--- src/design/aluPkg.sv ---
package aluPkg;

   // datapath sizes
   localparam int dataWidth    = 8;
   localparam int regCount     = 8;
   localparam int regAddrWidth = 3;
   localparam int flagWidth    = 4;

   // flag bit positions, same order as the original flag register
   localparam int flagV = 0; // overflow
   localparam int flagN = 1; // negative
   localparam int flagC = 2; // carry, means no borrow after subtract
   localparam int flagZ = 3; // zero

   typedef logic [dataWidth-1:0]    data_t;
   typedef logic [regAddrWidth-1:0] regAddr_t;
   typedef logic [flagWidth-1:0]    flags_t;

   typedef enum logic [3:0] {
      opPassA = 4'd0,
      opPassB = 4'd1,
      opNotA  = 4'd2,
      opNotB  = 4'd3,
      opAdd   = 4'd4,
      opAdc   = 4'd5,  // adds stored carry
      opSub   = 4'd6,
      opAnd   = 4'd7,
      opOr    = 4'd8,
      opNand  = 4'd9,
      opXor   = 4'd10,
      opLsl   = 4'd11,
      opLsr   = 4'd12,
      opAsr   = 4'd13,
      opRor   = 4'd14,
      opCmp   = 4'd15  // subtract without write-back
   } aluOp_e;

endpackage

--- src/design/cmdDecode.sv ---
`timescale 1ns/1ps

module cmdDecode (
   input  logic              clk,
   input  logic              rst,
   input  logic              cmdValid,
   input  aluPkg::aluOp_e    cmdOp,
   input  aluPkg::regAddr_t  cmdDst,
   input  aluPkg::regAddr_t  cmdSrcA,
   input  aluPkg::regAddr_t  cmdSrcB,
   input  aluPkg::data_t     cmdImm,
   input  logic              cmdUseImm,
   input  logic              exeReady,
   output logic              cmdReady,
   output logic              decValid,
   output aluPkg::aluOp_e    decOp,
   output aluPkg::regAddr_t  decDst,
   output aluPkg::regAddr_t  decSrcA,
   output aluPkg::regAddr_t  decSrcB,
   output aluPkg::data_t     decImm,
   output logic              decUseImm,
   output logic              decRegWrite,
   output logic              decUpdCarry,
   output logic              decUpdOvf
);

   logic accept;

   assign cmdReady = !decValid || exeReady; // slot empty or draining
   assign accept   = cmdValid && cmdReady;

   always_ff @(posedge clk) begin
      if (rst) begin
         decValid <= 1'b0;
      end else if (cmdReady) begin
         decValid <= cmdValid;
      end
   end

   always_ff @(posedge clk) begin
      if (accept) begin
         decOp       <= cmdOp;
         decDst      <= cmdDst;
         decSrcA     <= cmdSrcA;
         decSrcB     <= cmdSrcB;
         decImm      <= cmdImm;
         decUseImm   <= cmdUseImm;
         decRegWrite <= (cmdOp != aluPkg::opCmp);
         decUpdOvf   <= cmdOp inside {aluPkg::opAdd, aluPkg::opAdc,
                                      aluPkg::opSub, aluPkg::opCmp};
         // arithmetic plus all shifts touch carry
         decUpdCarry <= cmdOp inside {aluPkg::opAdd, aluPkg::opAdc,
                                      aluPkg::opSub, aluPkg::opCmp,
                                      aluPkg::opLsl, aluPkg::opLsr,
                                      aluPkg::opAsr, aluPkg::opRor};
      end
   end

endmodule

--- src/design/regFile.sv ---
`timescale 1ns/1ps

module regFile (
   input  logic              clk,
   input  logic              rst,
   input  logic              wrEn,
   input  aluPkg::regAddr_t  wrAddr,
   input  aluPkg::data_t     wrData,
   input  aluPkg::regAddr_t  rdAddrA,
   input  aluPkg::regAddr_t  rdAddrB,
   output aluPkg::data_t     rdDataA,
   output aluPkg::data_t     rdDataB
);

   aluPkg::data_t regs [aluPkg::regCount];

   // write port
   always_ff @(posedge clk) begin
      if (rst) begin
         for (int i = 0; i < aluPkg::regCount; i++) begin
            regs[i] <= '0;
         end
      end else if (wrEn) begin
         regs[wrAddr] <= wrData;
      end
   end

   // async reads, a write shows up on the next cycle
   assign rdDataA = regs[rdAddrA];
   assign rdDataB = regs[rdAddrB];

endmodule

--- src/design/aluCore.sv ---
`timescale 1ns/1ps

module aluCore (
   input  aluPkg::aluOp_e  op,
   input  aluPkg::data_t   a,
   input  aluPkg::data_t   b,
   input  logic            carryIn,
   output aluPkg::data_t   result,
   output logic            carryOut,
   output logic            ovfOut
);

   logic                        isSub;
   logic                        addCin;
   aluPkg::data_t               addB;
   logic [aluPkg::dataWidth:0]  sum; // ninth bit is carry out
   logic                        sumOvf;

   // one shared adder, subtract is a + ~b + 1
   always_comb begin
      isSub  = (op == aluPkg::opSub) || (op == aluPkg::opCmp);
      addB   = isSub ? ~b : b;
      if (isSub) begin
         addCin = 1'b1;
      end else if (op == aluPkg::opAdc) begin
         addCin = carryIn;
      end else begin
         addCin = 1'b0;
      end
      sum = {1'b0, a} + {1'b0, addB} + {{aluPkg::dataWidth{1'b0}}, addCin};
      // same sign in, different sign out
      sumOvf = (a[aluPkg::dataWidth-1] == addB[aluPkg::dataWidth-1]) &&
               (sum[aluPkg::dataWidth-1] != a[aluPkg::dataWidth-1]);
   end

   always_comb begin
      result   = a;
      carryOut = carryIn; // ignored unless the op updates C
      ovfOut   = 1'b0;
      case (op)
         aluPkg::opPassA: begin
            result = a;
         end
         aluPkg::opPassB: begin
            result = b;
         end
         aluPkg::opNotA: begin
            result = ~a;
         end
         aluPkg::opNotB: begin
            result = ~b;
         end
         aluPkg::opAdd, aluPkg::opAdc, aluPkg::opSub, aluPkg::opCmp: begin
            result   = sum[aluPkg::dataWidth-1:0];
            carryOut = sum[aluPkg::dataWidth];
            ovfOut   = sumOvf;
         end
         aluPkg::opAnd: begin
            result = a & b;
         end
         aluPkg::opOr: begin
            result = a | b;
         end
         aluPkg::opNand: begin
            result = ~(a & b);
         end
         aluPkg::opXor: begin
            result = a ^ b;
         end
         aluPkg::opLsl: begin
            result   = {a[aluPkg::dataWidth-2:0], 1'b0};
            carryOut = a[aluPkg::dataWidth-1];
         end
         aluPkg::opLsr: begin
            result   = {1'b0, a[aluPkg::dataWidth-1:1]};
            carryOut = a[0];
         end
         aluPkg::opAsr: begin
            result   = {a[aluPkg::dataWidth-1], a[aluPkg::dataWidth-1:1]}; // sign kept
            carryOut = a[0];
         end
         aluPkg::opRor: begin
            result   = {a[0], a[aluPkg::dataWidth-1:1]};
            carryOut = a[0];
         end
         default: begin
            result = a;
         end
      endcase
   end

endmodule

--- src/design/aluExecute.sv ---
`timescale 1ns/1ps

module aluExecute (
   input  logic              clk,
   input  logic              rst,
   input  logic              decValid,
   input  aluPkg::aluOp_e    decOp,
   input  aluPkg::regAddr_t  decDst,
   input  aluPkg::regAddr_t  decSrcA,
   input  aluPkg::regAddr_t  decSrcB,
   input  aluPkg::data_t     decImm,
   input  logic              decUseImm,
   input  logic              decRegWrite,
   input  logic              decUpdCarry,
   input  logic              decUpdOvf,
   input  logic              bufReady,
   output logic              exeReady,
   output logic              exeValid,
   output aluPkg::data_t     exeData,
   output aluPkg::flags_t    exeFlags
);

   aluPkg::data_t   regA;
   aluPkg::data_t   regB;
   aluPkg::data_t   opB;
   aluPkg::data_t   aluResult;
   logic            aluCarry;
   logic            aluOvf;
   aluPkg::flags_t  flags;
   aluPkg::flags_t  nextFlags;
   logic            advance;

   assign advance  = decValid && bufReady;
   assign exeReady = advance;
   assign opB      = decUseImm ? decImm : regB;

   regFile regFile_i (
      .clk     (clk),
      .rst     (rst),
      .wrEn    (advance && decRegWrite),
      .wrAddr  (decDst),
      .wrData  (aluResult),
      .rdAddrA (decSrcA),
      .rdAddrB (decSrcB),
      .rdDataA (regA),
      .rdDataB (regB)
   );

   aluCore aluCore_i (
      .op       (decOp),
      .a        (regA),
      .b        (opB),
      .carryIn  (flags[aluPkg::flagC]), // stored carry for adc
      .result   (aluResult),
      .carryOut (aluCarry),
      .ovfOut   (aluOvf)
   );

   // Z and N always follow the result, C and V only when the op owns them
   always_comb begin
      nextFlags               = flags;
      nextFlags[aluPkg::flagZ] = (aluResult == '0);
      nextFlags[aluPkg::flagN] = aluResult[aluPkg::dataWidth-1];
      if (decUpdCarry) nextFlags[aluPkg::flagC] = aluCarry;
      if (decUpdOvf) nextFlags[aluPkg::flagV] = aluOvf;
   end

   always_ff @(posedge clk) begin
      if (rst) begin
         flags <= '0;
      end else if (advance) begin
         flags <= nextFlags;
      end
   end

   assign exeValid = advance;
   assign exeData  = aluResult;
   assign exeFlags = nextFlags; // flags after this command

endmodule

--- src/design/resultBuffer.sv ---
`timescale 1ns/1ps

module resultBuffer (
   input  logic            clk,
   input  logic            rst,
   input  logic            exeValid,
   input  aluPkg::data_t   exeData,
   input  aluPkg::flags_t  exeFlags,
   input  logic            resReady,
   output logic            bufReady,
   output logic            resValid,
   output aluPkg::data_t   resData,
   output aluPkg::flags_t  resFlags
);

   // free now or leaving this edge
   assign bufReady = !resValid || resReady;

   always_ff @(posedge clk) begin
      if (rst) begin
         resValid <= 1'b0;
      end else if (bufReady) begin
         resValid <= exeValid;
      end
   end

   always_ff @(posedge clk) begin
      if (bufReady && exeValid) begin
         resData  <= exeData;
         resFlags <= exeFlags;
      end
   end

endmodule

--- src/design/aluDatapath.sv ---
`timescale 1ns/1ps

module aluDatapath (
   input  logic              clk,
   input  logic              rst,
   input  logic              cmdValid,
   input  aluPkg::aluOp_e    cmdOp,
   input  aluPkg::regAddr_t  cmdDst,
   input  aluPkg::regAddr_t  cmdSrcA,
   input  aluPkg::regAddr_t  cmdSrcB,
   input  aluPkg::data_t     cmdImm,
   input  logic              cmdUseImm,
   output logic              cmdReady,
   output logic              resValid,
   output aluPkg::data_t     resData,
   output aluPkg::flags_t    resFlags,
   input  logic              resReady
);

   // decode to execute
   logic              decValid;
   aluPkg::aluOp_e    decOp;
   aluPkg::regAddr_t  decDst;
   aluPkg::regAddr_t  decSrcA;
   aluPkg::regAddr_t  decSrcB;
   aluPkg::data_t     decImm;
   logic              decUseImm;
   logic              decRegWrite;
   logic              decUpdCarry;
   logic              decUpdOvf;
   logic              exeReady;

   // execute to output buffer
   logic              exeValid;
   aluPkg::data_t     exeData;
   aluPkg::flags_t    exeFlags;
   logic              bufReady;

   cmdDecode cmdDecode_i (
      .clk(clk), .rst(rst),
      .cmdValid(cmdValid), .cmdOp(cmdOp), .cmdDst(cmdDst),
      .cmdSrcA(cmdSrcA), .cmdSrcB(cmdSrcB), .cmdImm(cmdImm),
      .cmdUseImm(cmdUseImm), .exeReady(exeReady), .cmdReady(cmdReady),
      .decValid(decValid), .decOp(decOp), .decDst(decDst),
      .decSrcA(decSrcA), .decSrcB(decSrcB), .decImm(decImm),
      .decUseImm(decUseImm), .decRegWrite(decRegWrite),
      .decUpdCarry(decUpdCarry), .decUpdOvf(decUpdOvf)
   );

   aluExecute aluExecute_i (
      .clk(clk), .rst(rst),
      .decValid(decValid), .decOp(decOp), .decDst(decDst),
      .decSrcA(decSrcA), .decSrcB(decSrcB), .decImm(decImm),
      .decUseImm(decUseImm), .decRegWrite(decRegWrite),
      .decUpdCarry(decUpdCarry), .decUpdOvf(decUpdOvf),
      .bufReady(bufReady), .exeReady(exeReady),
      .exeValid(exeValid), .exeData(exeData), .exeFlags(exeFlags)
   );

   resultBuffer resultBuffer_i (
      .clk(clk), .rst(rst),
      .exeValid(exeValid), .exeData(exeData), .exeFlags(exeFlags),
      .resReady(resReady), .bufReady(bufReady),
      .resValid(resValid), .resData(resData), .resFlags(resFlags)
   );

endmodule

--- config.mk ---
export PLATFORM = sky130hd
export DESIGN_NAME = aluDatapath
export DESIGN_NICKNAME = d
export VERILOG_FILES = /design/src/design/aluPkg.sv /design/src/design/cmdDecode.sv /design/src/design/regFile.sv /design/src/design/aluCore.sv /design/src/design/aluExecute.sv /design/src/design/resultBuffer.sv /design/src/design/aluDatapath.sv
export SDC_FILE = /design/constraint.sdc
export NUM_CORES = 1
export LEC_CHECK = 0
export BUFFER_PORTS_ARGS = -buffer_cell sky130_fd_sc_hd__buf_4
export CAP_MARGIN = 20
export CORE_MARGIN = 4
export CORE_UTILIZATION = 50
export DETAILED_ROUTE_END_ITERATION = 6
export PLACE_DENSITY = 0.68
export SYNTH_ARGS = -nofsm -noshare
export SYNTH_HDL_FRONTEND = slang
export SYNTH_SLANG_ARGS = --single-unit
--- constraint.sdc ---
create_clock -name clk -period 8 [get_ports clk]
set_input_delay 1.6 -clock clk [delete_from_list [all_inputs] [get_ports clk]]
set_output_delay 1.6 -clock clk [all_outputs]
set_load 0.01 [all_outputs]
==> summary.txt <==
Placed design
  • Pre-CTS setup slack: 3.01 ns
  • Cell total after placement: 782
  • Placer Congestion: 0.989
  • Port Buffers: 39
  • Hpwl dp: 13.6 mm

Routing
  • Wire per inst: 23.5 um
  • DRC marker count from the first detailed-route iteration: 480
  • Final wirelength: 18.8 mm
  • Detail Route Antenna Nets: 0
  • First-pass DRT Iterations: 5
  • Via count: 4,892
  • DR vias/cell: 6.13
  • Drc violations: 0

Worst setup path
  • CP Class: register to register
  • Worst Path Max Fanout: 12
  • Crit. End Element: register
  • Worst EP required: 8.18 ns
  • Critical Path AT: 5.25 ns
  • Startpoint types: register
  • Reg2reg path depth: 14

STA
  • Setup ws final: 2.93 ns
  • RSZ-0062 raised after global routing: no
  • Min Hold Slack: 0.474 ns
  • Clk_skew: 0.00839 ns
  • Final min period: 5.07 ns
  • Endpoints failing setup: 0
  • Slew of the pin with the lowest slew margin: 0.979 ns
  • Relative slew slack: 34.7%
  • Slew Viols, Final: 0
  • Final Cycle Share: 63.4%
  • Final hold vios: 0
  • Setup_tns: 0 ns
  • Fmax: 197 MHz

GRT
  • Initial antenna violation count: 0
  • Total Routing Usage GR: 24.3%
  • Global-route wire length before repair: 28.7 mm
  • Grt total ovfl: 0
  • Vias in the first global route: 4,832
  • Largest net degree at the start of global routing: 48

Synth
  • Top cell type's share of synthesized area: 44.2%
  • FFs w/ async S/R, synth: 0%
  • Post-synth top area cell: edfxtp_1
  • Post-synthesis sequential area ratio: 47.1%
  • Synthesized cell area: 6800 um2
  • Yosys reg bits: 110
  • Mapped Cells: 591
  • Syn Nets: 642
  • Synth top area cells: edfxtp_1 (44%), mux4_2 (5.3%), nor2_1 (4.8%)
  • Syn Area/Cell: 11.5 um2
  • Yosys warning total: 0
  • Post-synth EDFFs: 100
  • Most frequent cell after synthesis: edfxtp_1
  • Synth top cells by count: edfxtp_1 (100), nor2_1 (87), nand2_1 (35)
  • Ys flop type: edfxtp_1
  • Synth cell types: 75

Floorplanning
  • Initial Utilization: 51.1%
  • Die ar.: 15,500 um2
  • FP Rows: 42
  • Core area: 13,300 um2
  • Die width: 125 um
  • Io pins: 40
  • Die H: 125 um

Cells and area
  • Footprint of the multi-input gates: 3300 um2
  • Nets@finish: 668
  • Layout cells sized above 1: 18.6%
  • Layout Area Growth over Synthesis: 9.99%
  • Fin cells: 798
  • ANT cells: 0
  • Storage cell area: 3200 um2
  • Fill count: 1,148

Clock network
  • Clock buffer depth: 2
  • Clock root cell: clkbuf_16
  • H-tree depth: 3
  • Setup bufs post-CTS: 0
  • Clock latency at the later pin of the worst-skew pair: 0.36 ns
  • CTS tree: done
  • Cts repair resizes: 0
  • CTS Buf Count: 9
  • CTS clock-pin slew for the worst setup and hold paths: 0.07 ns
  • Hold buffers post-CTS: 0
  • CTS Sinks: 110

Pwr
  • Design Power: 1.49 mW
  • LEAKAGE: 2.95 nW
  • PD cells: 199 nW/um2
  • Peak VDD IR: 0.000141 V

Worst hold path
  • Worst hold path type: register to register
  • Hold Path Depth: 1

Outcome
  • Status: finished clean

Run
  • Max-cap violations: 0
[critical path, stage by stage (launching register included)]
cell      delay [ns]
dfxtp_1         0.73
mux4_1          0.63
mux2_2          0.30
mux2i_1         0.30
xor2_1          0.21
fa_1            0.23
inv_1           0.07
fa_1            0.57
or3b_2          0.14
o22ai_1         0.08
a21oi_1         0.18
o211ai_1        0.15
o32ai_2         0.79
nand3_1         0.18
nor4b_2         0.33
[per-stage QoR]
step | util (%) | cell area (um2)
detailed placement | 54.1 | 7200
finish | 56.2 | 7480
floorplan | - | 6800
global route | 56.2 | 7480
global placement | 54.1 | 7200
CTS | 56.2 | 7480
[per-layer routing]
layer	vias up	GRT usage, %	part of all wire, %
met3	33	4.97	6.4
met1	2426	30.0	39
met4	0	8.12	3.0
met5	-	0	0
li1	2256	-	-
met2	177	42.5	51
[kinds of logic after synthesis]
group,Yosys count,synth area share (%)
buf+inv,65,4.31
flops,110,47.1
compound gates,107,11.5
xor+xnor,18,2.32
mux,70,15.7
fa+ha+maj,25,4.82
simple gates,196,14.2
[area by class of cell]
type | count | area share, %
clock buffers | 11 | 3.25
clock inverters | 5 | 0.485
inverters | 34 | 1.71
multi-input cells | 416 | 44.2
flip-flops and latches | 110 | 42.8
well taps | 176 | 2.95
repair buffers | 46 | 4.62
[cell usage in the layout, fill, tap and decap left out, types with 3 or more instances in the layout]
cell type / netlist / layout
xnor2_1: 3 / 3
nand2b_1: 14 / 14
clkbuf_16: 0 / 9
a21oi_1: 18 / 18
and2_1: 7 / 7
o31ai_1: 3 / 3
a21boi_0: 4 / 4
nor2_1: 87 / 87
or3_1: 3 / 3
a22oi_1: 9 / 9
mux4_2: 16 / 16
o22ai_1: 8 / 8
clkinv_4: 0 / 3
nand2_1: 35 / 35
a31oi_1: 6 / 6
and3_1: 3 / 3
a211o_1: 5 / 5
buf_4: 3 / 46
o211ai_1: 3 / 3
o32ai_2: 3 / 3
edfxtp_1: 100 / 100
o21a_1: 3 / 3
ha_1: 23 / 23
nand4_1: 3 / 3
nor3_1: 4 / 4
inv_1: 32 / 32
mux4_1: 8 / 8
a21o_1: 3 / 3
mux2i_1: 27 / 27
xor2_1: 15 / 15
or2_2: 4 / 4
nor2b_1: 8 / 8
mux2_2: 17 / 17
dfxtp_1: 10 / 10
nand3_1: 11 / 11
o21ai_0: 17 / 17
[sequential cells by signal, indices dropped and copies added, names as in the netlist, 2 cells and up, named ones only]
name / flops
cmdDecode_i.decImm: 8
aluExecute_i.regFile_i.regs: 64
cmdDecode_i.decSrcA: 3
aluExecute_i.flags: 2
cmdDecode_i.decOp: 4
resultBuffer_i.resData: 7
cmdDecode_i.decSrcB: 3
cmdDecode_i.decDst: 3
resultBuffer_i.resFlags: 4
[final timing paths]
path / startpoint / end / slack [ns]
min: cmdDecode_i.decSrcA[0] / register / 0.47
max: register / resultBuffer_i.resFlags[3] / 2.93
min reg2reg: cmdDecode_i.decSrcA[0] / register / 0.47
max reg2reg: register / resultBuffer_i.resFlags[3] / 2.93
[power by group]
part | leakage [nW] | switching, mW | internal [mW]
sequential | 1.09 | 0.0286 | 0.660
combinational | 1.72 | 0.228 | 0.152
clock | 0.139 | 0.202 | 0.220
total | 2.95 | 0.458 | 1.03
No activity file was read; power rests on OpenSTA's default activity.
